File: config.mk
export PLATFORM = sky130hd
export DESIGN_NAME = gb_timer
export DESIGN_NICKNAME = d
export VERILOG_FILES = /design/src/common/gb_map_pkg.sv /design/src/timer/gb_timer.sv
export SDC_FILE = /design/constraint.sdc
export NUM_CORES = 1
export LEC_CHECK = 0
export ABC_AREA = 1
export BUFFER_PORTS_ARGS = -buffer_cell sky130_fd_sc_hd__buf_2
export CAP_MARGIN = 40
export CORE_AREA = 3 3 84 70
export DETAILED_ROUTE_END_ITERATION = 7
export DIE_AREA = 0 0 87 73
export MAX_ROUTING_LAYER = met4
export PLACE_DENSITY = 0.63
export SLEW_MARGIN = 15
export SYNTH_ARGS = -nofsm -noshare
export SYNTH_HDL_FRONTEND = slang
export SYNTH_SLANG_ARGS = --single-unit
File: constraint.sdc
create_clock -name clk_cpu -period 1.96 [get_ports clk_cpu]
set_input_delay 0.196 -clock clk_cpu [delete_from_list [all_inputs] [get_ports clk_cpu]]
set_output_delay 0.196 -clock clk_cpu [all_outputs]
set_load 0.03 [all_outputs]
File: src/common/gb_map_pkg.sv
package gb_map_pkg;

	// bus widths
	localparam int addr_w = 16;
	localparam int data_w = 8;

	// --------------------
	// single byte registers
	localparam logic [addr_w-1:0] joy_addr  = 16'hff00; // P1 joypad
	localparam logic [addr_w-1:0] div_addr  = 16'hff04;
	localparam logic [addr_w-1:0] tima_addr = 16'hff05;
	localparam logic [addr_w-1:0] tma_addr  = 16'hff06;
	localparam logic [addr_w-1:0] tac_addr  = 16'hff07;
	localparam logic [addr_w-1:0] if_addr   = 16'hff0f; // interrupt flags
	localparam logic [addr_w-1:0] svbk_addr = 16'hff70; // wram bank select
	localparam logic [addr_w-1:0] ie_addr   = 16'hffff; // interrupt enable

	// --------------------
	// memory regions
	localparam logic [addr_w-1:0] wram_base = 16'hc000; // 8k window, c000-dfff
	localparam logic [addr_w-1:0] zp_base   = 16'hff80; // 127 bytes up to fffe

	localparam int bank_w       = 3;  // svbk field
	localparam int bank_bytes_w = 12; // 4k per bank
	localparam int zp_w         = 7;

	// what an address hits
	typedef enum logic [2:0] {
		none, joy, timer, irq_if, irq_ie, svbk, wram, zpram
	} io_sel_t;

endpackage

File: src/timer/gb_timer.sv
`timescale 1ns/1ps

module gb_timer (
	input  logic                          clk_cpu,
	input  logic                          reset,
	input  logic                          we,
	input  logic [1:0]                    addr,   // ff04-ff07 low bits
	input  logic [gb_map_pkg::data_w-1:0] wdata,
	output logic [gb_map_pkg::data_w-1:0] rdata,
	output logic                          timer_irq
);
	import gb_map_pkg::*;

	logic [15:0]       div_cnt; // DIV is the upper byte
	logic [data_w-1:0] tima;
	logic [data_w-1:0] tma;
	logic [2:0]        tac;     // enable + clock select
	logic              tap;
	logic              tap_en;
	logic              tap_q;
	logic              tick;
	logic              wr_div, wr_tima, wr_tma, wr_tac;

	assign wr_div  = we && addr == div_addr[1:0];
	assign wr_tima = we && addr == tima_addr[1:0];
	assign wr_tma  = we && addr == tma_addr[1:0];
	assign wr_tac  = we && addr == tac_addr[1:0];

	// --------------------
	// tima clock source
	always_comb begin
		case (tac[1:0])
			2'd0: tap = div_cnt[9]; // slowest
			2'd1: tap = div_cnt[3];
			2'd2: tap = div_cnt[5];
			2'd3: tap = div_cnt[7];
		endcase
	end

	assign tap_en    = tap & tac[2];
	assign tick      = tap_q & ~tap_en;                        // falling edge
	assign timer_irq = tick && tima == 8'hff && !wr_tima;      // overflow

	always_ff @(posedge clk_cpu) begin
		if (reset) begin
			div_cnt <= '0;
			tima    <= '0;
			tma     <= '0;
			tac     <= '0;
			tap_q   <= 1'b0;
		end else begin
			div_cnt <= wr_div ? '0 : div_cnt + 16'd1; // any write clears
			tap_q   <= tap_en;
			if (wr_tima)
				tima <= wdata; // cpu write beats the tick
			else if (tick)
				tima <= (tima == 8'hff) ? tma : tima + 8'd1; // reload on wrap
			if (wr_tma)
				tma <= wdata;
			if (wr_tac)
				tac <= wdata[2:0];
		end
	end

	always_comb begin
		case (addr)
			div_addr[1:0]:  rdata = div_cnt[15:8];
			tima_addr[1:0]: rdata = tima;
			tma_addr[1:0]:  rdata = tma;
			default:        rdata = {5'b11111, tac}; // unused bits read high
		endcase
	end

endmodule

Word-level counts from Yosys, hierarchy flattened
Cells that the tools add are included.
Operators by class
  $add $sub $neg: 2
  eq/ne operators: 7
  muxes and demuxes: 5
  bitwise gates (word level): 3
  reduce and logical (&&, ||, !) cells: 11
Operators by type and width (count)
  2-to-1 mux 8 bit: 3
  one-hot mux 8 bit (3 select lines): 1
  adder 16 x 1 -> 16 bit, second input constant: 1
  adder 8 x 1 -> 8 bit, second input constant: 1
  == test 2 bit, second input constant: 4
  == test 8 bit, second input constant: 1
  logical AND 1 bit: 6
  == test 2 x 1 -> 1 bit, second input constant: 2
  logical NOT 2 bit: 2
  one-hot mux 1 bit (4 select lines): 1
  AND 1 bit: 2
  nonzero test 2 bit: 1
  OR reduction 2 bit: 1
  logical NOT 1 bit: 1
  inverter 1 bit: 1
Storage, ports and cells
  flip-flop bits (word level): 36
  input port bits: 13
  output and inout port bits: 9
  word-level logic and storage cells: 33

Logic depth before layout (Yosys ltp)
  depth in word-level cells: 7
  gate-level depth with buffers: 10

Worst setup path before layout
Ideal clock, no wire load.
  path type: reg2out
  from: reg tima[0]
  to: out timer_irq
  arrival time: 1.332 ns
  slack: 0.432 ns
  cell stages (with the launch flop): 6
  path buffers: 0
  cell sequence: dfxtp_1 > ha_1 > nand2_2 > nor2_4 > nand2_4 > nor2_1
Between the ends
  longest elaborated chain between the ends: 3
Ends and longest elaborated chain
  start, declared: line gb_timer.sv:15  | logic [data_w-1:0] tima;
  start signal, assigned: line gb_timer.sv:55  | tima <= wdata;
  start signal, assigned: line gb_timer.sv:57  | tima <= (tima == 8'hff) ? tma : tima + 8'd1;
  == test 8 bit: line gb_timer.sv:42  | assign timer_irq = tick && tima == 8'hff && !wr_tima;
  logical AND 1 bit (2 in a row): line gb_timer.sv:42
  end, declared: line gb_timer.sv:10  | output logic timer_irq
No other way between the ends.

Final worst setup path
Ends and elaborated chain as after synthesis.

==> results.ini <==
[clocking]
cts_buffers = 5
cts_sinks = 36
cts_tree = built
clock_latency_ns = 0.29
holdBufCountCts = 0
htreeDepth = 2
cts-root-buf = clkbuf_8
clockBufferDepth = 2
path_clk_slew_ns = 0.08

[layout]
area_delta_synth_final_pct = 12.4
drive_gt1_share_pct = 17.5
diodes = 0
instances_no_fill = 387
num-nets-final = 339

[die]
num_rows = 23
start_util_pct = 40.2
die_x_um = 87
core_area_um2 = 5040
die_h_um = 73
dieArea_um2 = 6350
ios = 22

[critical_path]
rr_worst_depth = 8
worst_ep_arrival_time_ns = 1.61
cp_max_fo = 9
worstSetupPathType = reg2out
critPathCaptureType = output port
cp-start-kind = flip-flop
required_ns = 1.76

[yosys]
synth_edf_count = 0
yosys_most_used_dff = dfxtp_1
synthArstFlopShare_pct = 0
synth.top_cell.area_share_pct = 35.6
synth_area_um2 = 2020
ys_ff_latch = 36
netlist_instances = 301
synth_area_leader_cell = dfxtp_1
yosysWarnings = 0
syn-num-nets = 316
synth_area_leaders = dfxtp_1 (36%), nand2_1 (11%), nand3_1 (8.7%)
avgSynthCellArea_um2 = 6.73
ys_seq_area_share_pct = 35.6
synth_cell_type_count = 30

[sta]
report.final.slew_viol_count = 0
fin_ws_ns = 0.158
holdWs_ns = 0.199
finalHoldViolations = 0
tightest_slew_ns = 0.600
setup_tns_ns = 0
min_period_over_period_pct = 91.9
max_freq_mhz = 555
setup_viol = 0
fin_skew_ns = 0.00846
slew_headroom_pct = 59.9
rsz0062_at_grt = no
finalCriticalPeriod_ns = 1.80

[placed_design]
dp_hpwl_um = 3880
place_inst = 377
io_buffers = 21
gp_congestion = 0.824
dpl_worst_slack_ns = 0.391

[power]
power_w = 0.00149
ir_drop_v = 0.000295
power_density_nw_per_um2 = 654
leakagePower_nw = 0.891

[route]
drt_iter0_drc = 131
vias_per_cell = 5.17
final_antenna_net_count = 0
first_pass_iters = 4
post_drt_wl_per_cell_um = 13.0
routed_wl_um = 5030
vias = 2000
drc = 0

[global_routing]
antenna_found_initial = 0
gr-total-overflow = 0
grt_pass1_wl_um = 8510
grt_pass1_vias = 1821
grt_use_total_pct = 17.6
grt_max_degree = 18

[job]
maxCapViolCount = 0

[worst_hold_path]
holdPathStages = 3
hp-class = in2reg

[status]
status = finished, final reports clean

placed cells by master, fill, tap and decap left out, types with 3 or more instances in the layout:
cell type   n
nand3_1    35
nor2_1     22
o21ai_1     3
nor3_1      5
nor2_4      4
nand2_2     4
nand2_1    61
inv_1      39
buf_2      20
dfxtp_1    34
o221ai_1    5
o21ai_0    27
inv_2       3
a21oi_2     4
clkbuf_8    6
a21oi_1    28
logic make-up (layout without fill, tap and decap cells):
logic type | count (synthesis) | in the layout | share of synthesized area (%)
AOI/OAI and AO/OA | 73 | 73 | 20.6
xor gates and xnor gates | 1 | 1 | 0.433
adders and majority gates | 2 | 2 | 1.24
buffers and inverters | 50 | 74 | 10.2
DFF | 36 | 36 | 35.6
and+or+nand+nor | 139 | 139 | 31.9
worst max-delay path, cell delays in order (launching register included):
cell and delay, ns:
dfxtp_2 0.37, ha_1 0.19, nand2_2 0.10, nor2_4 0.19
nand2_4 0.12, nor2_1 0.16, clkbuf_4 0.21
stage by stage:
step,utilization (%),cell area [µm²]
6_report,45.2,2270
3_3_place_gp,42.9,2160
4_1_cts,44.8,2250
3_5_place_dp,42.9,2160
2_1_floorplan,-,2020
5_1_grt,45.2,2270
sequential cells by signal, summed over array words and instances, names as in the netlist:
| register | flops |
|---|---|
| tima | 8 |
| div_cnt | 16 |
| tac | 3 |
| tma | 8 |
| tap_q | 1 |
power by group:
part | switching (W) | leakage [nW] | total, W | internal (W)
Combinational | 0.000113 | 0.547 | 0.000163 | 0.0000509
Sequential | 0.0000151 | 0.293 | 0.000767 | 0.000752
Clock | 0.000276 | 0.0510 | 0.000557 | 0.000281
repair_timing:
action | CTS | global route
buffers inserted | 0 | 2
endpoints found under the setup margin | 0 | 1
resized for setup | 0 | 3
path summary, 6_finish.rpt:
| kind | start | to | slack, ns |
|---|---|---|---|
| setup reg to reg | div_cnt[0] | div_cnt[12] | 0.43 |
| hold / removal | wdata[6] | tma[6] | 0.20 |
| hold reg to reg | div_cnt[0] | div_cnt[0] | 0.46 |
| setup / recovery | tima[0] | timer_irq | 0.16 |
cell usage after synthesis (3+ instances only):
master and n:
inv_1 39, buf_2 3, inv_2 3, a21oi_1 28
o221ai_1 5, nor2_1 22, o21ai_1 3, nand2_2 4
nor3_1 5, o21ai_0 27, dfxtp_1 36, nand2_1 61
a21oi_2 4, nand3_1 35, nor2_4 4
cell type report:
type                       instances  area [µm²]
clock buffer                       6        82.6
clock inverter                     2        10.0
fill                             525        2760
inverter                          43         161
multi-input combinational        215        1100
sequential                        36         723
tap                               62        77.6
timing repair buffer              23         123
layer usage:
| layer | up-vias | global-route usage [%] | part of all wire, % |
|---|---|---|---|
| met2 | 53 | 24.5 | 40 |
| li1 | 1040 | - | - |
| met1 | 901 | 25.1 | 54 |
| met3 | 6 | 4.74 | 5.4 |
| met5 | - | - | 0 |
| met4 | 0 | 4.33 | 0.99 |
Note: power is estimated with default switching activity, not from simulation.
