### src/common/gb_map_pkg.sv
package gb_map_pkg;

	// bus widths
	localparam int addr_w = 16;
	localparam int data_w = 8;

	// --------------------
	// single byte registers
	localparam logic [addr_w-1:0] joy_addr  = 16'hff00; // P1 joypad
	localparam logic [addr_w-1:0] div_addr  = 16'hff04;
	localparam logic [addr_w-1:0] tima_addr = 16'hff05;
	localparam logic [addr_w-1:0] tma_addr  = 16'hff06;
	localparam logic [addr_w-1:0] tac_addr  = 16'hff07;
	localparam logic [addr_w-1:0] if_addr   = 16'hff0f; // interrupt flags
	localparam logic [addr_w-1:0] svbk_addr = 16'hff70; // wram bank select
	localparam logic [addr_w-1:0] ie_addr   = 16'hffff; // interrupt enable

	// --------------------
	// memory regions
	localparam logic [addr_w-1:0] wram_base = 16'hc000; // 8k window, c000-dfff
	localparam logic [addr_w-1:0] zp_base   = 16'hff80; // 127 bytes up to fffe

	localparam int bank_w       = 3;  // svbk field
	localparam int bank_bytes_w = 12; // 4k per bank
	localparam int zp_w         = 7;

	// what an address hits
	typedef enum logic [2:0] {
		none, joy, timer, irq_if, irq_ie, svbk, wram, zpram
	} io_sel_t;

endpackage

### src/design/io_decode.sv
`timescale 1ns/1ps

module io_decode (
	input  logic                          clk_cpu,
	input  logic                          reset,
	input  logic [gb_map_pkg::addr_w-1:0] acc_addr,
	input  logic                          acc_wr,
	input  logic                          acc_rd,
	output logic                          joy_we,
	output logic                          timer_we,
	output logic                          if_we,
	output logic                          ie_we,
	output logic                          svbk_we,
	output logic                          wram_we,
	output logic                          zp_we,
	input  logic [gb_map_pkg::data_w-1:0] joy_do,
	input  logic [gb_map_pkg::data_w-1:0] timer_do,
	input  logic [gb_map_pkg::data_w-1:0] if_do,
	input  logic [gb_map_pkg::data_w-1:0] ie_do,
	input  logic [gb_map_pkg::data_w-1:0] svbk_do,
	input  logic [gb_map_pkg::data_w-1:0] wram_do,
	input  logic [gb_map_pkg::data_w-1:0] zp_do,
	output logic [gb_map_pkg::data_w-1:0] rd_data
);
	import gb_map_pkg::*;

	io_sel_t           sel;
	io_sel_t           sel_q;   // select of the read in flight
	logic [data_w-1:0] reg_mux;
	logic [data_w-1:0] reg_q;   // small registers sampled with the ram

	// --------------------
	// address map
	always_comb begin
		sel = none;
		if (acc_addr == joy_addr)
			sel = joy;
		else if (acc_addr[addr_w-1:2] == div_addr[addr_w-1:2])
			sel = timer; // ff04-ff07
		else if (acc_addr == if_addr)
			sel = irq_if;
		else if (acc_addr == ie_addr)
			sel = irq_ie; // before zpram, ffff is not zero page
		else if (acc_addr == svbk_addr)
			sel = svbk;
		else if (acc_addr[addr_w-1:13] == wram_base[addr_w-1:13])
			sel = wram;
		else if (acc_addr[addr_w-1:zp_w] == zp_base[addr_w-1:zp_w])
			sel = zpram;
	end

	assign joy_we   = acc_wr && sel == joy;
	assign timer_we = acc_wr && sel == timer;
	assign if_we    = acc_wr && sel == irq_if;
	assign ie_we    = acc_wr && sel == irq_ie;
	assign svbk_we  = acc_wr && sel == svbk;
	assign wram_we  = acc_wr && sel == wram;
	assign zp_we    = acc_wr && sel == zpram;

	always_comb begin
		case (sel)
			joy:     reg_mux = joy_do;
			timer:   reg_mux = timer_do;
			irq_if:  reg_mux = if_do;
			irq_ie:  reg_mux = ie_do;
			svbk:    reg_mux = svbk_do;
			default: reg_mux = 8'hff; // unmapped
		endcase
	end

	always_ff @(posedge clk_cpu) begin
		if (reset)
			sel_q <= none;
		else if (acc_rd)
			sel_q <= sel;
	end

	always_ff @(posedge clk_cpu) begin
		if (acc_rd)
			reg_q <= reg_mux;
	end

	// ram outputs are already registered
	assign rd_data = (sel_q == wram)  ? wram_do :
	                 (sel_q == zpram) ? zp_do   : reg_q;

endmodule

### config.mk
export PLATFORM = sky130hd
export DESIGN_NAME = io_decode
export DESIGN_NICKNAME = d
export VERILOG_FILES = /design/src/common/gb_map_pkg.sv /design/src/design/io_decode.sv
export SDC_FILE = /design/constraint.sdc
export NUM_CORES = 1
export LEC_CHECK = 0
export CELL_PAD_IN_SITES_DETAIL_PLACEMENT = 0
export CELL_PAD_IN_SITES_GLOBAL_PLACEMENT = 1
export CORE_MARGIN = 8
export CORE_UTILIZATION = 47
export DETAILED_ROUTE_END_ITERATION = 6
export DONT_BUFFER_PORTS = 1
export PLACE_DENSITY_LB_ADDON = 0.1
export SETUP_SLACK_MARGIN = 0.02
export SYNTH_ARGS = -nofsm -noshare
export SYNTH_HDL_FRONTEND = slang
export SYNTH_SLANG_ARGS = --single-unit
### constraint.sdc
create_clock -name clk_cpu -period 3.95 [get_ports clk_cpu]
set_input_delay 0.1975 -clock clk_cpu [delete_from_list [all_inputs] [get_ports clk_cpu]]
set_output_delay 0.1975 -clock clk_cpu [all_outputs]
set_load 0.05 [all_outputs]
After elaboration in Yosys (flattened, before gate mapping)
Cells that the tools add are included.
{ "classes": {"n_eq_ne": 16, "muxes": 10, "n_reduce_logical": 7} }
{ "op_table": {"columns": ["op", "count"], "rows": [
  ["== test 16 bit, second input constant", 4],
  ["case mux 8 bit (5 select lines)", 1],
  ["== test 3 bit, second input constant", 7],
  ["two-way mux 3 bit", 7],
  ["two-way mux 8 bit", 2],
  ["== test 14 bit, second input constant", 1],
  ["== test 9 bit, second input constant", 1],
  ["logical AND 1 bit", 7],
  ["== test 3 x 2 -> 1 bit, second input constant", 2],
  ["== test 3 x 1 -> 1 bit, second input constant", 1]
]} }
{ "word_totals": {"register_bits": 11, "output_inout_bits": 15, "elab_cells": 35} }

Depth between registers and ports, before layout
{ "depth": {"depth_word": 10, "ltp_mapped": 5, "ltp_nobuf": 4} }

Worst setup path before layout
No wires, ideal clock.
{ "synth_path": {"kind": "input to output", "start": "input port acc_addr[4] (netlist bit)", "end": "output port svbk_we", "arrival_time_ps": 2169, "slack_ps": 1584, "stages": 5, "path_cell_list": "or4_4 -> buf_6 -> or2_4 -> a31o_4 -> a21oi_1"} }
{ "synth_between": {"elab_chain_len": 8, "word_cells_on_any_way": 12, "cone_classes": "eq/ne: 6; mux: 5; reduce/logical: 1"} }
{ "synth_lines": {"columns": ["item", "line", "rtl"], "rows": [
  ["from (decl)", "io_decode.sv:6", "input logic [gb_map_pkg::addr_w-1:0] acc_addr,"],
  ["== test 16 bit", "io_decode.sv:44", "else if (acc_addr == svbk_addr)"],
  ["two-way mux 3 bit", "io_decode.sv:44", null],
  ["two-way mux 3 bit", "io_decode.sv:42", "else if (acc_addr == ie_addr)"],
  ["two-way mux 3 bit", "io_decode.sv:40", "else if (acc_addr == if_addr)"],
  ["two-way mux 3 bit", "io_decode.sv:38", "else if (acc_addr[addr_w-1:2] == div_addr[addr_w-1:2])"],
  ["two-way mux 3 bit *", "io_decode.sv:36", "if (acc_addr == joy_addr)"],
  ["== test 3 bit *", "io_decode.sv:56", "assign svbk_we = acc_wr && sel == svbk;"],
  ["logical AND 1 bit *", "io_decode.sv:56", null],
  ["to (decl)", "io_decode.sv:13", "output logic svbk_we,"]
]} }
Every way passes the cells marked *; elsewhere a longest branch is shown, timed or not.

Worst setup path in the final report
{ "layout_path": {"start": "input port acc_addr[1] (netlist bit)", "end": "output port svbk_we"} }
Same word-level chain as after synthesis.

==> results.yml <==
yosys:
  ys_top_cells_by_count: "nor2_1 (14), a21oi_1 (9), mux2i_1 (9)"
  synth_nets: 192
  synth_top_cell_by_area: "edfxtp_1"
  async_flop_share: 0
  netlist_instances: 116
  yosysUniqueCellTypes: 42
  syn_avg_cell_area_sq_um: 10.2
  synth_area_leaders: "edfxtp_1 (20%), mux2i_1 (7.6%), a222oi_1 (6.8%), a221oi_1 (5.9%), nor4_4 (5.4%)"
  ys.warnings.count: 0
  synth_top_area_share: 0.203
  synth-edff-count: 8
  synth-seq-cells: 11
  synth_top_flop_cell: "edfxtp_1"
  yosys.cell_count.top_type: "nor2_1"
  ys_seq_area_frac: 0.254
  synthesis.area_sq_mm: 0.00118
layout:
  area_delta_synth_final_pct: 4.13
  antenna_cells: 0
  nets: 194
  drive_gt1_frac: 0.205
  fillers: 240
die:
  die_w_microns: 66.2
  start_util: 0.486
  die_h_microns: 66.2
  io_pins: 91
  coreArea_sq_mm: 0.00243
  rows: 18
  dieArea_sq_mm: 0.00438
place:
  port_buffers: 0
  pre_cts_slack_ps: 1500
  gp_congestion: 0.802
  dpl.hpwl_microns: 2910
setup_path:
  cp_max_fo: 9
  cpPeakStageDelay_ps: 840
  reg2reg_to: "sel_q[0]"
  rr_startpoint: "sel_q[0]"
  rrSetupSlack_ps: 2930
  critPathArrivalTime_ps: 2270
  worst-r2r-cell-count: 2
  crit_chain: "or4_4 -> nor4_4 -> inv_2 -> a21oi_1"
  end_kind: "primary output"
  slowest_stage: "a21oi_1"
  start_kind: "primary input"
  critical_path_class: "primary input to primary output"
  critPathLaunch: "acc_addr[1]"
  crit_path_end: "svbk_we"
  cp.required_ps: 3750
power:
  p_leak_nw: 0.360
  powerDensity_mw_per_mm2: 210
  peakVddDrop_v: 0.000126
min_path:
  worstHoldPathType: "primary input to flip-flop"
clocking:
  h-tree-depth: 1
  numClockSinks: 11
  clock-root-buffer: "clkbuf_4"
  cts_tree: "done"
  cts_buffers: 3
  cts.reportedPaths.clkPinSlew_ps: 60
  clkLatencyLatePin_ps: 250
  clock_path_buffers: 2
  postCtsSetupBuffers: 0
grt:
  grt_antenna_before_repair: 0
  grt_pass1_wl_microns: 5340
  grt_max_degree: 17
  track_usage: 0.152
  grt-ovfl-total: 0
  grt_pass1_vias: 1109
routing:
  wl_per_cell_microns: 23.6
  postRouteAntennaNets: 0
  viasPerCell: 7.20
  drc_errors: 0
  drt-total-wl_microns: 3470
  vias: 1058
  first_iter_violations: 73
  drtPass1Iterations: 4
sta:
  fmaxAchievable_mhz: 405
  setup_viol: 0
  period_needed_ps: 2470
  maxSlewViolCount: 0
  rsz0062_at_grt: "no"
  setup_ws_ps: 1480
  maxSlewHeadroom: 0.285
  fin_crit_sh: 0.626
  worst_clock_skew_ps: 0
  fin_setup_tns_ps: 0
  tightest_slew_ps: 1080
  finalHoldViolCount: 0
flow_run:
  drv_cap: 0
run_status:
  status: "complete, no violations"
[kinds of logic (layout without fill, tap and decap cells)]
kind of cell | count (synthesis) | count (layout) | synth area share
AO/OA/AOI/OAI | 44 | 44 | 0.341
flip-flops | 11 | 11 | 0.254
multiplexers | 9 | 9 | 0.0762
AND/OR/NAND/NOR | 42 | 42 | 0.280
buffers and inverters | 10 | 11 | 0.0487
[worst min-delay path by stage]
stage	from	to	slack [ps]	depth (start not counted)
3_5_place_dp	reset	sel_q[0]	270	1
4_1_cts	reset	sel_q[2]	5	1
3_3_place_gp	reset	sel_q[0]	270	1
5_1_grt	acc_rd	sel_q[0]	20	1
2_1_floorplan	reset	sel_q[0]	270	1
6_report	acc_rd	sel_q[0]	50	1
[where the power goes]
| group | internal [mW] | switching, mW |
|---|---|---|
| Sequential | 0.129 | 0.00328 |
| Combinational | 0.0169 | 0.0398 |
| Clock | 0.0388 | 0.0299 |
[routing by layer]
| layer | wire (microns) | track usage |
|---|---|---|
| met1 | 1130 | 0.141 |
| met2 | 1820 | 0.276 |
| met3 | 487 | 0.0746 |
| met4 | 34 | 0.0640 |
| met5 | 0 | 0 |
[cell type report]
| cell class | count | area (sq um) | area share |
|---|---|---|---|
| Inverter | 4 | 15.0 | 0.0122 |
| Tap cell | 30 | 37.5 | 0.0305 |
| Multi-Input combinational cell | 95 | 825 | 0.670 |
| Clock buffer | 4 | 26.3 | 0.0213 |
| Sequential cell | 11 | 300 | 0.244 |
| Timing Repair Buffer | 3 | 27.5 | 0.0224 |
[flip-flops by register name, summed over array words and instances, names as in the netlist]
register  count
reg_q         8
sel_q         3
[layout by cell type (no fill, tap or decap), types with 2 or more instances in the layout]
master         count
nand4_4            2
clkbuf_4           3
and2_1             3
nor4_4             3
or4_4              2
a221oi_1           8
o211ai_1           8
dfxtp_1            3
mux2i_1            9
edfxtp_1           8
a21oi_1            9
inv_1              3
nor4_2             2
dlygate4sd3_1      2
a222oi_1           8
nor2_1            14
nor3_1             2
nand4_1            3
[what timing repair did]
item | CTS | global route
gates resized for setup | 0 | 0
hold buffers | 1 | 1
endpoints found under the hold margin | 1 | 1
[critical path, delay by kind of cell]
| family | cells | cell delay, ps |
|---|---|---|
| AO/OA/AOI/OAI | 1 | 840 |
| buffers and inverters | 1 | 100 |
| AND/OR/NAND/NOR | 2 | 1140 |
[through the flow]
stage,area [sq um],total power [mW],hold WS [ps],std cells,util
after floorplan,1180,0.186,265,116,-
after global placement,1180,0.190,268,141,0.487
after detailed placement,1180,0.190,267,141,0.487
after CTS,1220,0.261,4.83,146,0.502
after global routing,1230,0.274,24.8,147,0.506
final,1230,0.258,50.5,147,0.506
No activity file was read; power rests on OpenSTA's default activity.
