==> config.mk <==
export PLATFORM = sky130hd
export DESIGN_NAME = bus_fsm
export DESIGN_NICKNAME = d
export VERILOG_FILES = /design/src/common/gb_map_pkg.sv /design/src/common/gb_bus_pkg.sv /design/src/design/bus_fsm.sv
export SDC_FILE = /design/constraint.sdc
export NUM_CORES = 1
export LEC_CHECK = 0
export BUFFER_PORTS_ARGS = -buffer_cell sky130_fd_sc_hd__buf_2
export CORE_MARGIN = 3
export CORE_UTILIZATION = 42
export DETAILED_ROUTE_END_ITERATION = 6
export PLACE_DENSITY = 0.81
export RECOVER_POWER = 25
export REMOVE_ABC_BUFFERS = 1
export SETUP_SLACK_MARGIN = 0.4
export SYNTH_ARGS = -nofsm -noshare
export SYNTH_HDL_FRONTEND = slang
export SYNTH_SLANG_ARGS = --single-unit
export TNS_END_PERCENT = 100
==> constraint.sdc <==
create_clock -name clk_cpu -period 2.1 [get_ports clk_cpu]
set_input_delay 0.525 -clock clk_cpu [delete_from_list [all_inputs] [get_ports clk_cpu]]
set_output_delay 0.525 -clock clk_cpu [all_outputs]
set_load 0.01 [all_outputs]
==> src/common/gb_map_pkg.sv <==
package gb_map_pkg;

	// bus widths
	localparam int addr_w = 16;
	localparam int data_w = 8;

	// --------------------
	// single byte registers
	localparam logic [addr_w-1:0] joy_addr  = 16'hff00; // P1 joypad
	localparam logic [addr_w-1:0] div_addr  = 16'hff04;
	localparam logic [addr_w-1:0] tima_addr = 16'hff05;
	localparam logic [addr_w-1:0] tma_addr  = 16'hff06;
	localparam logic [addr_w-1:0] tac_addr  = 16'hff07;
	localparam logic [addr_w-1:0] if_addr   = 16'hff0f; // interrupt flags
	localparam logic [addr_w-1:0] svbk_addr = 16'hff70; // wram bank select
	localparam logic [addr_w-1:0] ie_addr   = 16'hffff; // interrupt enable

	// --------------------
	// memory regions
	localparam logic [addr_w-1:0] wram_base = 16'hc000; // 8k window, c000-dfff
	localparam logic [addr_w-1:0] zp_base   = 16'hff80; // 127 bytes up to fffe

	localparam int bank_w       = 3;  // svbk field
	localparam int bank_bytes_w = 12; // 4k per bank
	localparam int zp_w         = 7;

	// what an address hits
	typedef enum logic [2:0] {
		none, joy, timer, irq_if, irq_ie, svbk, wram, zpram
	} io_sel_t;

endpackage

==> src/common/gb_bus_pkg.sv <==
package gb_bus_pkg;

	// axi response codes, slave answers okay only
	typedef enum logic [1:0] {
		okay   = 2'b00,
		exokay = 2'b01,
		slverr = 2'b10,
		decerr = 2'b11
	} axi_resp_t;

	// one transaction at a time
	typedef enum logic [1:0] {
		idle, write_resp, read_wait, read_resp
	} bus_state_t;

	// --------------------
	// interrupt sources, highest priority first
	typedef enum logic [2:0] {
		vblank, lcdc, timer, serial, joypad
	} irq_src_t;

	localparam int irq_n = 5;
	localparam logic [7:0] irq_vec_base = 8'h40; // vblank, +8 per source
	localparam logic [7:0] irq_idle_vec = 8'h55; // nothing pending

endpackage

==> src/design/bus_fsm.sv <==
`timescale 1ns/1ps

module bus_fsm (
	input  logic                          clk_cpu,
	input  logic                          reset,
	input  logic [gb_map_pkg::addr_w-1:0] awaddr,
	input  logic                          awvalid,
	output logic                          awready,
	input  logic [gb_map_pkg::data_w-1:0] wdata,
	input  logic [gb_map_pkg::data_w/8-1:0] wstrb,
	input  logic                          wvalid,
	output logic                          wready,
	output logic [1:0]                    bresp,
	output logic                          bvalid,
	input  logic                          bready,
	input  logic [gb_map_pkg::addr_w-1:0] araddr,
	input  logic                          arvalid,
	output logic                          arready,
	output logic [gb_map_pkg::data_w-1:0] rdata,
	output logic [1:0]                    rresp,
	output logic                          rvalid,
	input  logic                          rready,
	output logic [gb_map_pkg::addr_w-1:0] acc_addr,
	output logic [gb_map_pkg::data_w-1:0] acc_wdata,
	output logic                          acc_wr,
	output logic                          acc_rd,
	input  logic [gb_map_pkg::data_w-1:0] rd_data
);
	import gb_bus_pkg::*;

	bus_state_t state;
	logic       aw_rdy; // shared by aw and w
	logic       ar_rdy;
	logic       wr_go;
	logic       rd_go;

	assign awready = aw_rdy;
	assign wready  = aw_rdy;
	assign arready = ar_rdy & ~awvalid & ~wvalid; // pending write wins
	assign bresp   = okay;
	assign rresp   = okay;

	assign wr_go = aw_rdy & awvalid & wvalid;
	assign rd_go = arready & arvalid;

	// --------------------
	// control fsm
	always_ff @(posedge clk_cpu) begin
		if (reset) begin
			state  <= idle;
			aw_rdy <= 1'b0;
			ar_rdy <= 1'b0;
			bvalid <= 1'b0;
			rvalid <= 1'b0;
			acc_wr <= 1'b0;
			acc_rd <= 1'b0;
		end else begin
			acc_wr <= 1'b0; // strobes last one cycle
			acc_rd <= 1'b0;
			case (state)
				idle: begin
					if (wr_go) begin
						acc_wr <= wstrb[0]; // no strobe, no effect
						aw_rdy <= 1'b0;
						ar_rdy <= 1'b0;
						state  <= write_resp;
					end else if (rd_go) begin
						acc_rd <= 1'b1;
						aw_rdy <= 1'b0;
						ar_rdy <= 1'b0;
						state  <= read_wait;
					end else begin
						aw_rdy <= awvalid & wvalid;
						ar_rdy <= 1'b1;
					end
				end
				write_resp: begin
					if (!bvalid)
						bvalid <= 1'b1; // same edge as register update
					else if (bready) begin
						bvalid <= 1'b0;
						state  <= idle;
					end
				end
				read_wait: begin
					if (!acc_rd) begin // ram data settled
						rvalid <= 1'b1;
						state  <= read_resp;
					end
				end
				read_resp: begin
					if (rready) begin
						rvalid <= 1'b0;
						state  <= idle;
					end
				end
				default: state <= idle;
			endcase
		end
	end

	// address, write data and read data hold
	always_ff @(posedge clk_cpu) begin
		if (wr_go) begin
			acc_addr  <= awaddr;
			acc_wdata <= wdata;
		end else if (rd_go)
			acc_addr <= araddr;
		if (state == read_wait && !acc_rd)
			rdata <= rd_data;
	end

endmodule

Yosys cells after proc, flatten, opt, wreduce, memory -nomap -nowiden

Index checks and enable logic that the tools add are counted.

Reductions and logical operators: 9
Bitwise gates (word level): 10
Muxes and demuxes: 19
Equality and inequality tests: 8

Operator list:

| cell                 | number |
|---|---|
| $mux W16             | 2 |
| $mux W2              | 6 |
| $mux W1              | 9 |
| $ne A2 B2 Y1 const B | 4 |
| $pmux W2 S4          | 1 |
| $and A1 B1 Y1        | 6 |
| $reduce_or A3 Y1     | 2 |
| $reduce_and A5 Y1    | 1 |
| $eq A2 B2 Y1 const B | 2 |
| $not A1 Y1           | 4 |
| $reduce_bool A2 Y1   | 2 |
| $ne A3 B3 Y1 const B | 1 |
| $reduce_and A3 Y1    | 1 |
| $eq A2 B1 Y1 const B | 1 |
| $logic_not A2 Y1     | 1 |
| $pmux W1 S2          | 1 |
| $logic_and A1 B1 Y1  | 1 |
| $logic_not A1 Y1     | 1 |

Bits in registers: 40
Word-level logic and storage cells: 56
Input bits: 56
Output and inout port bits: 43

Depth between registers and ports, before layout

Word-level depth: 7
Depth in mapped cells: 5
Mapped depth without buffers: 4

Worst setup path before layout

No wires, ideal clock.

Kind: in2reg
Start: input awvalid
End: register acc_addr[0] (netlist name) (enable)
Buffers on the path: 1
Data required time: 1728 ps
Cell stages on the path: 3
Library setup time: 372 ps
Path slack: 517 ps
Data arrival time: 1212 ps
Path through: nand3_4 -> buf_2 -> nand2_1

Longest elaborated chain between the ends: 5
Elaborated cells between the ends (all ways): 7
Classes of those cells: bitwise (6); reduce/logical (1)

Ends and longest elaborated chain:

| element                          | RTL line       | RTL |
|---|---|---|
| from (decl)                      | bus_fsm.sv:7   | `input logic awvalid,` |
| $not A1 Y1                       | bus_fsm.sv:39  | `assign arready = ar_rdy & ~awvalid & ~wvalid;` |
| $and A1 B1 Y1 (2 in series)      | bus_fsm.sv:39  |  |
| $and A1 B1 Y1                    | bus_fsm.sv:44  | `assign rd_go = arready & arvalid;` |
| $reduce_bool A2 Y1 (no line) (*) | -              |  |
| to (signal assigned)             | bus_fsm.sv:105 | `acc_addr <= awaddr;` |
| to (signal assigned)             | bus_fsm.sv:108 | `acc_addr <= araddr;` |
| to (decl)                        | bus_fsm.sv:23  | `output logic [gb_map_pkg::addr_w-1:0] acc_addr,` |

Mark *: on every way between the ends. The rest lies on a longest branch, timed or not.
A chain may end at the register's enable or synchronous reset.

Worst setup path in the final report

Start: register ar_rdy
End: output arready

Longest elaborated chain between the ends: 2

Ends and longest elaborated chain:

| element                     | RTL line      | RTL |
|---|---|---|
| from (decl)                 | bus_fsm.sv:33 | `logic ar_rdy;` |
| from (signal assigned)      | bus_fsm.sv:52 | `ar_rdy <= 1'b0;` |
| from (signal assigned)      | bus_fsm.sv:65 | `ar_rdy <= 1'b0;` |
| from (signal assigned)      | bus_fsm.sv:70 | `ar_rdy <= 1'b0;` |
| $and A1 B1 Y1 (2 in series) | bus_fsm.sv:39 |  |
| to (decl)                   | bus_fsm.sv:18 | `output logic arready,` |

No other way between the ends.

==> out/qor.yml <==
pwr:
  p_per_area_nw_per_um2: 746
  max-vdd-ir-drop_mv: 0.418
  p_leak_nw: 1.01
logic_synthesis:
  synth_top_flop_cell: "edfxtp_1"
  synthesis.area_um2: 1600
  ys_seq_area_share_pct: 69.9
  yosysUniqueCellTypes: 25
  syn_avg_cell_area_um2: 12.3
  synth_seq_cells: 40
  synth-edff-count: 32
  asyncSetResetFlopFracSynth_pct: 0
  syn-instance-count: 130
  yosys_warnings: 0
sta:
  fmax_ghz: 0.651
  finalSetupViolCount: 0
  rsz0062_at_grt: "false"
  skew_ps: 5.21
  fin_setup_tns_ps: 0
  finalCritPeriodShare_pct: 73.2
  finalCriticalPeriod_ps: 1540
  hold_violations: 0
  drv_slew: 0
grt:
  grt_overflow_total: 0
  grt_max_degree: 27
  grt_pass1_wl_um: 4730
  antenna_found_initial: 0
  grtUsageTotal_pct: 13.9
  grt_pass1_vias: 1106
floorplan:
  floorplan.initialDensity_pct: 45.9
  num_io_pins: 99
  core_um2: 3490
  die_w_um: 67.8
  dieArea_um2: 4600
  die_h_um: 67.8
  num_rows: 21
finish:
  antennaDiodeCount: 0
  final_nets: 283
  final_layout_size_suffix_gt1_share_pct: 45.2
  area_growth_pct: 36.3
  fill_cells: 289
  fin_util_pct: 62.5
clocking:
  numCtsBuffers: 5
  post_cts_buffers: 0
  cts_sinks: 40
  max-clock-path-buffers: 2
  cts_resized: 0
  cts_tree: "yes"
  ctsHtreeMaxLevel: 2
  clk_pin_slew_ps: 70
  clock_latency_ps: 270
  hold_buffers: 0
  clock-root-buffer: "clkbuf_8"
worst_setup_path:
  worst-setup-path-type: "flip-flop to output pin"
  cp_data_required_time_ps: 1570
  startpoint_type: "flip-flop"
  worstPathMaxFanout: 3
  crit_arrival_ps: 1010
  endpoint_kind: "output pin"
worst_hold_path:
  hp-class: "primary input to flip-flop"
detailed_routing:
  dr.pass1.iters: 4
  routedWlPerCell_um: 12.5
  drcViolationCount: 0
  via_count: 1246
  viasPerCell: 4.55
  drt_iter0_drc: 82
  routed_wirelength_um: 3410
  antenna_left: 0
run_status:
  status: "finished clean"
flow_run:
  cap_violations: 0
placement:
  io_buffers: 94
  gp_congestion: 0.703
  dp_hpwl_um: 2690
sequential cells by signal, indices dropped and copies added, names as in the netlist:
| register | count |
|---|---|
| bvalid | 1 |
| state | 2 |
| acc_wr | 1 |
| awready | 1 |
| rdata | 8 |
| acc_rd | 1 |
| acc_wdata | 8 |
| acc_addr | 16 |
| rvalid | 1 |
| ar_rdy | 1 |
worst max-delay path, cell delays in order (launching register included):
cell and delay (ps):
dfxtp_1 400, nor3b_1 180, buf_2 150
worst paths after layout:
kind	from	to	slack, ps	cells past startpoint
worst max register to register	awready	acc_addr[1]	750	3
worst min register to register	rvalid	rvalid	490	2
worst min-delay path	rd_data[7]	rdata[7]	420	1
worst max-delay path	ar_rdy	arready	560	2
cells in the final DEF, fill, tap and decap left out, drive strengths merged:
cell / synthesis / routed
nand3: 3 / 3
inv: 2 / 2
bufinv: 0 / 1
nand2b: 1 / 1
o21ai: 3 / 3
nor2b: 3 / 3
clkbuf: 0 / 9
nand4b: 2 / 2
conb: 1 / 4
clkinv: 0 / 2
edfxtp: 32 / 32
nor2: 2 / 2
nand2: 52 / 52
and3: 1 / 1
buf: 9 / 92
o21bai: 1 / 1
nor3: 3 / 3
nor3b: 1 / 1
a21oi: 3 / 3
dfxtp: 8 / 8
a221oi: 1 / 1
a211oi: 1 / 1
nand4bb: 1 / 1
where the power goes:
group	leakage (nW)	total [mW]	internal [mW]	switching (mW)
combinational	0.602	0.148	0.0749	0.0735
clock	0.0532	0.582	0.346	0.236
sequential	0.356	0.900	0.884	0.0161
synth_stat cells, drive strengths merged, types with 2 or more instances:
cell type,number,area (um^2)
a21oi,3,15.0
inv,2,12.5
nor3,3,20.0
o21ai,3,15.0
nand2,52,195
nand4b,2,17.5
nand3,3,27.5
buf,9,67.6
edfxtp,32,961
nor2b,3,18.8
dfxtp,8,160
nor2,2,7.51
area by class of cell:
class / instances / area (um^2) / area share [%]
Tap cell: 46 / 57.6 / 2.63
Multi-Input combinational cell: 82 / 408 / 18.7
Inverter: 2 / 12.5 / 0.572
Sequential cell: 40 / 1120 / 51.3
Clock buffer: 5 / 68.8 / 3.15
Timing Repair Buffer: 96 / 480 / 22.0
Clock inverter: 3 / 37.5 / 1.72
layer usage:
layer  GRT usage (%)  vias up  routed length, um
met5               0        -                  0
met4            4.71        0                 27
met3            4.33        2                329
met2            25.3       53               1790
met1            15.2      564               1270
li1                -      627                  -
cells by family (layout without fill, tap and decap cells):
group / after synthesis / after routing / synth area share (%)
buf+inv: 11 / 106 / 4.99
other cells: 1 / 4 / 0.234
compound gates: 9 / 9 / 4.06
simple gates: 69 / 69 / 20.8
flops: 40 / 40 / 69.9
per-stage QoR:
stage / power (mW) / hold slack (ps) / cells / instance area [um^2] / worst slack (ps)
after floorplan: 0.979 / 487 / 124 / 1550 / 516
after global placement: 1.06 / 459 / 266 / 2090 / 555
after detailed placement: 1.07 / 485 / 266 / 2090 / 523
after CTS: 1.65 / 412 / 274 / 2200 / 553
after global routing: 1.70 / 405 / 274 / 2190 / 510
final: 1.63 / 423 / 274 / 2190 / 563
(Power assumes the default switching activity.)
