### config.mk
export PLATFORM = sky130hd
export DESIGN_NAME = joypad
export DESIGN_NICKNAME = d
export VERILOG_FILES = /design/src/common/gb_map_pkg.sv /design/src/design/joypad.sv
export SDC_FILE = /design/constraint.sdc
export NUM_CORES = 1
export LEC_CHECK = 0
export BUFFER_PORTS_ARGS = -buffer_cell sky130_fd_sc_hd__buf_2
export CAP_MARGIN = 25
export CORE_MARGIN = 2
export CORE_UTILIZATION = 43
export CTS_CLUSTER_DIAMETER = 120
export DETAILED_ROUTE_END_ITERATION = 8
export PLACE_DENSITY = 0.74
export SYNTH_ARGS = -nofsm -noshare
export SYNTH_HDL_FRONTEND = slang
export SYNTH_SLANG_ARGS = --single-unit
### constraint.sdc
create_clock -name clk_cpu -period 1.35 [get_ports clk_cpu]
set_input_delay 0.2025 -clock clk_cpu [delete_from_list [all_inputs] [get_ports clk_cpu]]
set_output_delay 0.2025 -clock clk_cpu [all_outputs]
set_load 0.01 [all_outputs]
### src/common/gb_map_pkg.sv
package gb_map_pkg;

	// bus widths
	localparam int addr_w = 16;
	localparam int data_w = 8;

	// --------------------
	// single byte registers
	localparam logic [addr_w-1:0] joy_addr  = 16'hff00; // P1 joypad
	localparam logic [addr_w-1:0] div_addr  = 16'hff04;
	localparam logic [addr_w-1:0] tima_addr = 16'hff05;
	localparam logic [addr_w-1:0] tma_addr  = 16'hff06;
	localparam logic [addr_w-1:0] tac_addr  = 16'hff07;
	localparam logic [addr_w-1:0] if_addr   = 16'hff0f; // interrupt flags
	localparam logic [addr_w-1:0] svbk_addr = 16'hff70; // wram bank select
	localparam logic [addr_w-1:0] ie_addr   = 16'hffff; // interrupt enable

	// --------------------
	// memory regions
	localparam logic [addr_w-1:0] wram_base = 16'hc000; // 8k window, c000-dfff
	localparam logic [addr_w-1:0] zp_base   = 16'hff80; // 127 bytes up to fffe

	localparam int bank_w       = 3;  // svbk field
	localparam int bank_bytes_w = 12; // 4k per bank
	localparam int zp_w         = 7;

	// what an address hits
	typedef enum logic [2:0] {
		none, joy, timer, irq_if, irq_ie, svbk, wram, zpram
	} io_sel_t;

endpackage

### src/design/joypad.sv
`timescale 1ns/1ps

module joypad (
	input  logic                          clk_cpu,
	input  logic                          reset,
	input  logic                          we,
	input  logic [gb_map_pkg::data_w-1:0] wdata,
	input  logic [7:0]                    joystick, // 1 = pressed
	output logic [gb_map_pkg::data_w-1:0] joy_do,
	output logic                          joy_irq
);
	logic [1:0] p54;      // P15/P14 select, active low
	logic [3:0] dir_n;
	logic [3:0] btn_n;
	logic [7:0] lines_d1;
	logic [7:0] lines_d2;

	// P10-P13 line order of the real pad
	assign dir_n = ~{joystick[2], joystick[3], joystick[1], joystick[0]};
	assign btn_n = ~joystick[7:4];

	assign joy_do = {2'b11, p54, (dir_n | {4{p54[0]}}) & (btn_n | {4{p54[1]}})};

	// any line going low, select ignored
	assign joy_irq = |(lines_d2 & ~lines_d1);

	always_ff @(posedge clk_cpu) begin
		if (reset) begin
			p54      <= 2'b00;
			lines_d1 <= 8'hff; // all released
			lines_d2 <= 8'hff;
		end else begin
			if (we)
				p54 <= wdata[5:4];
			lines_d1 <= {btn_n, dir_n};
			lines_d2 <= lines_d1;
		end
	end

endmodule

; ---- Word level (Yosys, flattened, before mapping)
; Index checks and enable logic that the tools add are counted.
[classes]
bitwise_logic = 7
n_reduce_logical = 1
[op_table]
columns = operator, count
row1 = AND 8 bit, 1
row2 = NOT 4 bit, 2
row3 = NOT 8 bit, 1
row4 = bitwise OR 4 bit, 2
row5 = OR reduction 8 bit, 1
row6 = AND 4 bit, 1
[word_totals]
ff_bits = 18
out_inout_bits = 9

; ---- Longest topological paths before layout
; Gate-level depths: netlist of run 1.
[depth]
depth_word = 3
mapped_depth = 3

; ---- Worst setup path before layout of run 1
; OpenSTA, ideal clock, no wires.
[synth_timing]
kind = register to output
start = register lines_d2[6]
end = output port joy_irq
path_slack_ps = 199
stages_incl_launch_ff = 4
arrival_ps = 949
path_buffers = 0
path_cell_list = dfxtp_1 -> inv_1 -> o22ai_1 -> or4_1
[synth_via]
elab_chain_cells = 2
[synth_lines]
columns = element, line
row1 = start: declaration, joypad.sv:16  ; logic [7:0] lines_d2;
row2 = start signal: assignment, joypad.sv:36  ; lines_d2 <= lines_d1;
row3 = AND 8 bit, joypad.sv:25  ; assign joy_irq = |(lines_d2 & ~lines_d1);
row4 = OR reduction 8 bit, joypad.sv:25
row5 = end: declaration, joypad.sv:10  ; output logic joy_irq
; Every way passes these cells.

; ---- Worst setup path in the final report of run 1
; Ends and elaborated chain as after synthesis.

==> out/results.md, run 1 <==
Worst setup path
- or4_1 — Slowest-stage cell, CP
- inv_1 -> o22ai_1 -> or4_1 -> buf_2 — crit-path cells
- output port — Worst setup EP type
- 1.35 ns — data arrival time of the critical path
- 1 — Max FO, Critical Path
- flip-flop — CP startpoint kind
- 0.50 ns — slowest cell delay on critical path
- reg -> out — Setup CP Type
- 2 — critical path buffer and inverter count
- simple AND/OR/NAND/NOR gates — family of cells with the greatest summed delay on the critical path
- 1.15 ns — Crit path required time

Timing
- 1 — final setup violation count
- -0.2005 ns — final worst-path setup slack
- 0.0002756 ns — clk_skew
- 114.9% — share of the cycle needed by the critical path after routing
- yes — RSZ-0062 raised after global routing
- 0.08472 ns — worst hold slack after final layout
- 0 — final hold viol count
- 0 — Max Transition Viols Final
- 1.551 ns — post-layout minimum cycle time
- 644.9 MHz — maximum achievable frequency
- -0.2005 ns — Total Neg Setup Slack

Logic synthesis
- dfxtp_1 59%, nand2b_1 8.2%, or2_2 8.2%, inv_1 6.1%, a22oi_1 4.9% — dominant cells by area after synthesis
- 18 — post-synthesis sequential element count
- 18 x dfxtp_1, 10 x inv_1, 8 x nand2b_1, 8 x or2_2 — commonest cells in the synthesized netlist
- dfxtp_1 — most common cell in the netlist
- dfxtp_1 — Synth area leader
- 610.6 um^2 — netlist area before placement
- 0% — share of async-settable or async-resettable flops after synthesis
- 10.01 um^2 — Avg Cell Area, Syn
- 12 — Synth cell types
- 59.02% — area share of the largest cell type after synthesis
- 59.02% — register area share after synthesis
- 61 — Syn Inst Count
- 0 — number of synthesized flops with an enable pin
- 0 — synthesis warning total
- dfxtp_1 — Post-synth top flop

Global routing
- 11.20% — global-route usage over all layers
- 1.511 mm — global-route wire length before repair
- 0 — number of antenna violations at the first check in global routing
- 375 — number of global-route vias before repair
- 0 — remaining global-route overflow
- 19 — maximum number of pins on one net before global-route repair

Detailed routing
- 0 — post-route ant nets
- 6 — first-iteration detailed-routing DRC count
- 0 — number of remaining DRC errors
- 9.010 um — routed wirelength normalized by instance count
- 865 um — final WL
- 2 — router iterations before antenna repair
- 423 — number of vias after detailed routing
- 4.406 — post-DR vias/cell

CTS
- yes — TritonCTS clock tree
- 0 — buffers inserted by post-CTS timing repair
- 2 — Max Root-Sink Buffers
- 0.09 ns — clock transition time at the flip-flop clock pins of the worst setup and hold paths
- 18 — sinks on the clock net
- 0 — number of buffers inserted for hold repair after clock tree synthesis
- 1 — CTS H-tree depth
- clkbuf_4 — cell chosen for the clock root
- 0.28 ns — insertion delay of the later-clocked pin in the worst-skew pair
- 3 — TritonCTS Buffers

Placed design
- 0.6442 — Routability Congestion
- 665.1 um — HPWL after DPL
- 19 — count of buffers inserted at the top-level ports

Run status
- setup timing — failing checks
- finished with violations — result of the run

Floorplanning
- 41.68 um — die outline width
- 0.001737 mm^2 — Die Outline Area
- 28 — count of pins on the block boundary
- 0.001318 mm^2 — area inside the core boundary
- 13 — number of cell rows
- 41.68 um — height of the chip
- 46.34% — starting density of the core

Final layout
- 102 — final layout net count
- 20.29% — layout overhead on the synthesized area
- 39.51% — proportion of layout cells with a drive suffix above 1
- 0 — ant diodes
- 122 — number of fillers in the final layout
- 55.75% — core occupancy in the finished layout

Power and ir drop
- 692.6 uV — worst vdd rail ir drop
- 0.3919 nW — leak pwr
- 1238 mW/mm^2 — pwr/cell area

Job
- 0 — max-capacitance violation count

Min path
- in -> reg — worst min path class

-- layout make-up --
type	count	area [um^2]	area share [%]
sequential	18	362.8	49.40
inverter	10	37.54	5.111
timing repair buffer	19	95.09	12.95
tap	15	18.77	2.555
clock buffer	3	22.52	3.066
multi-input combinational	31	197.7	26.92
-- per-layer routing --
layer	routed length [um]	GRT usage (%)	vias up
li1	-	-	228
met1	442	14.60	173
met2	340	17.19	20
met3	64	2.609	2
met4	18	5.806	0
met5	0	0	-
-- kinds of logic (layout without fill, tap and decap cells) --
group,Yosys count,count (layout),share of synthesized area (%)
simple gates,19,19,18.85
flops,18,18,59.02
buf+inv,13,32,9.221
compound gates,8,8,9.016
mux,2,2,3.279
other cells,1,2,0.6142
-- metrics by stage --
step | cell area (um^2) | power, mW | std cells | worst slack (ns)
2_1_floorplan | 614.3 | 0.6347 | 62 | 0.1985
3_3_place_gp | 709.4 | 0.6729 | 93 | 0.09948
3_5_place_dp | 709.4 | 0.6750 | 93 | 0.09584
4_1_cts | 734.5 | 0.9200 | 96 | -0.2037
5_1_grt | 734.5 | 0.9559 | 96 | -0.2615
6_report | 734.5 | 0.9092 | 96 | -0.2005
-- state kept, by name (all words and copies together), names as in the netlist --
name,count
p54,2
lines_d2,8
lines_d1,8
-- where the power goes --
group | internal [mW] | switching, mW
clock network | 0.104 | 0.144
registers | 0.557 | 0.00963
logic | 0.0495 | 0.0457
-- worst paths after layout --
path | start | end | slack [ns] | cells after the start
setup / recovery | lines_d2[6] | joy_irq | -0.20 | 4
hold / removal | joystick[0] | lines_d1[0] | 0.08 | 2
setup reg to reg | lines_d1[2] | lines_d2[2] | 0.64 | 1
hold reg to reg | lines_d1[4] | lines_d2[4] | 0.44 | 1
-- layout by cell type (no fill, tap or decap) --
cell,count
dfxtp_2,2
buf_2,19
mux2i_1,2
a22oi_1,4
conb_1,2
dfxtp_1,16
or4_1,1
nand2b_1,8
clkbuf_4,3
inv_1,10
or2_2,8
o22ai_1,4
nor2_1,2
-- timing repair --
| item | 4_1_cts | 5_1_grt |
|---|---|---|
| pin swaps | 3 | 2 |
| setup endpoints to repair | 1 | 1 |
| gates resized for setup | 2 | 0 |
Note: power is estimated with default switching activity, not from simulation.
==> run 2: changes to the inputs <==
--- a/config.mk
+++ b/config.mk
@@ -7,11 +7,12 @@
 export LEC_CHECK = 0
 export BUFFER_PORTS_ARGS = -buffer_cell sky130_fd_sc_hd__buf_2
 export CAP_MARGIN = 25
-export CORE_MARGIN = 2
+export CORE_MARGIN = 8
 export CORE_UTILIZATION = 43
 export CTS_CLUSTER_DIAMETER = 120
 export DETAILED_ROUTE_END_ITERATION = 8
 export PLACE_DENSITY = 0.74
+export SETUP_SLACK_MARGIN = 0.15
 export SYNTH_ARGS = -nofsm -noshare
 export SYNTH_HDL_FRONTEND = slang
 export SYNTH_SLANG_ARGS = --single-unit
==> constraint.sdc (replaced) <==
create_clock -name clk_cpu -period 1.49 [get_ports clk_cpu]
set_input_delay 0.2235 -clock clk_cpu [delete_from_list [all_inputs] [get_ports clk_cpu]]
set_output_delay 0.2235 -clock clk_cpu [all_outputs]
set_load 0.01 [all_outputs]
==> run 2 against run 1 <==
Net effect:
- global-route usage fell by 2.6 points
- the run still ends with setup timing left
- cell count up 1.0%
- clock skew is 0.0037 ns higher
- clock-buffer cell count is 1 higher
- critical path depth is 1 lower
- via count grew 1.9%
- worst setup slack improved by 0.092 ns
- clock power grew 19%
- largest power group unchanged
- sequential power down 9.2%
- die area is 66% higher
- register-to-register slack improved by 0.11 ns
- flip-flop and latch count unchanged
==> out/results.md, run 2 (synthesized netlist as in run 1, its figures left out) <==
Min path
- 2 — hold-critical path depth
- in -> reg — worst min path class

Power and ir drop
- 0.3998 nW — leak pwr
- 582.9 uV — worst vdd rail ir drop
- 1189 mW/mm^2 — pwr/cell area

Detailed routing
- 431 — number of vias after detailed routing
- 1.132 mm — final WL
- 0 — post-route ant nets
- 0 — number of remaining DRC errors
- 11.67 um — routed wirelength normalized by instance count
- 2 — first-iteration detailed-routing DRC count
- 4 — router iterations before antenna repair
- 4.443 — post-DR vias/cell

CTS
- yes — TritonCTS clock tree
- 0 — buffers inserted by post-CTS timing repair
- 0.10 ns — clock transition time at the flip-flop clock pins of the worst setup and hold paths
- 3 — TritonCTS Buffers
- 1 — CTS H-tree depth
- 18 — sinks on the clock net
- 2 — Max Root-Sink Buffers
- clkbuf_4 — cell chosen for the clock root
- 0.29 ns — insertion delay of the later-clocked pin in the worst-skew pair

Run status
- setup timing — failing checks
- finished with violations — result of the run

Placed design
- 0.2099 ns — Placement Setup Slack
- 93 — number of instances in the placed design
- 0.5932 — Routability Congestion
- 19 — count of buffers inserted at the top-level ports
- 878.4 um — HPWL after DPL
- 709.4 um^2 — area post-placement

Job
- 0 — max-capacitance violation count

Final layout
- lines_d1: 8 flops, lines_d2: 8 flops, p54: 2 flops — biggest registers after layout
- 97 — Finished Layout Cells
- 0 — ant diodes
- buf_2 — most common cell after layout, fill and taps aside
- 42.68% — proportion of layout cells with a drive suffix above 1
- 19 x buf_2, 15 x dfxtp_1, 10 x inv_1 — leading cell types in the layout, fill and taps excluded
- 102 — final layout net count
- 23.57% — layout overhead on the synthesized area
- 754.5 um^2 — summed area of non-filler cells in the final layout

Worst setup path
- output port — Worst setup EP type
- 1 — number of cell instances on the worst register-to-register path
- 1.37 ns — data arrival time of the critical path
- 2 — Max FO, Critical Path
- reg -> out — Setup CP Type
- flip-flop — CP startpoint kind
- 1.27 ns — Crit path required time

Floorplanning
- 28 — count of pins on the block boundary
- 53.68 um — height of the chip
- 53.68 um — die outline width
- 0.002882 mm^2 — Die Outline Area
- 46.34% — starting density of the core
- 0.001318 mm^2 — area inside the core boundary
- 13 — number of cell rows

Global routing
- 0 — number of antenna violations at the first check in global routing
- 0 — remaining global-route overflow
- 1.787 mm — global-route wire length before repair
- 19 — maximum number of pins on one net before global-route repair
- 440 — number of global-route vias before repair
- 8.633% — global-route usage over all layers

Timing
- 625.7 MHz — maximum achievable frequency
- 1 — final setup violation count
- -0.1083 ns — Total Neg Setup Slack
- 1.598 ns — post-layout minimum cycle time
- -0.1083 ns — final worst-path setup slack
- 0.09331 ns — worst hold slack after final layout
- 107.3% — share of the cycle needed by the critical path after routing
- yes — RSZ-0062 raised after global routing
- 0 — Max Transition Viols Final
- 0.003938 ns — clk_skew
- 0 — final hold viol count

-- run 2: worst max-delay path, cell delays in order, from the launching register on --
cell     delay (ns)
dfxtp_1        0.36
o22ai_1        0.07
or4_1          0.50
buf_2          0.15
-- run 2: layer usage --
layer	vias to the layer above	global-route usage (%)	wire, um
met5	-	0	0
met4	0	7.563	38
met3	5	3.581	94
met2	19	13.13	499
met1	178	8.991	499
li1	229	-	-
-- run 2: worst paths after layout --
path,start,slack (ns),to
worst min register to register,lines_d1[2],0.45,lines_d2[2]
worst min-delay path,joystick[3],0.09,lines_d1[2]
worst max-delay path,lines_d1[3],-0.11,joy_irq
worst max register to register,lines_d1[3],0.75,lines_d2[3]
-- run 2: metrics by stage --
stage / utilization [%] / total power, mW
after floorplan: - / 0.5751
after global placement: 53.85 / 0.6105
after detailed placement: 53.85 / 0.6139
after CTS: 56.70 / 0.9041
after global routing: 57.27 / 0.9378
final: 57.27 / 0.8973
-- run 2: power by group --
group | internal, mW | switching (mW)
Combinational | 0.0457 | 0.0441
Sequential | 0.505 | 0.00963
Clock | 0.149 | 0.144
Total | 0.700 | 0.197
-- run 2: repair_timing --
action,CTS,global route
resized for setup,1,3
hold buffers,0,0
hold endpoints to repair,0,0
endpoints found under the setup margin,1,5
pin swaps,2,0
-- run 2: layout make-up --
| cell class | count | area [um^2] |
|---|---|---|
| inverters | 10 | 37.54 |
| flip-flops and latches | 18 | 364.1 |
| repair buffers | 19 | 95.09 |
| well taps | 15 | 18.77 |
| fillers | 128 | 563.0 |
| multi-input cells | 31 | 202.7 |
| clock buffers | 4 | 36.28 |
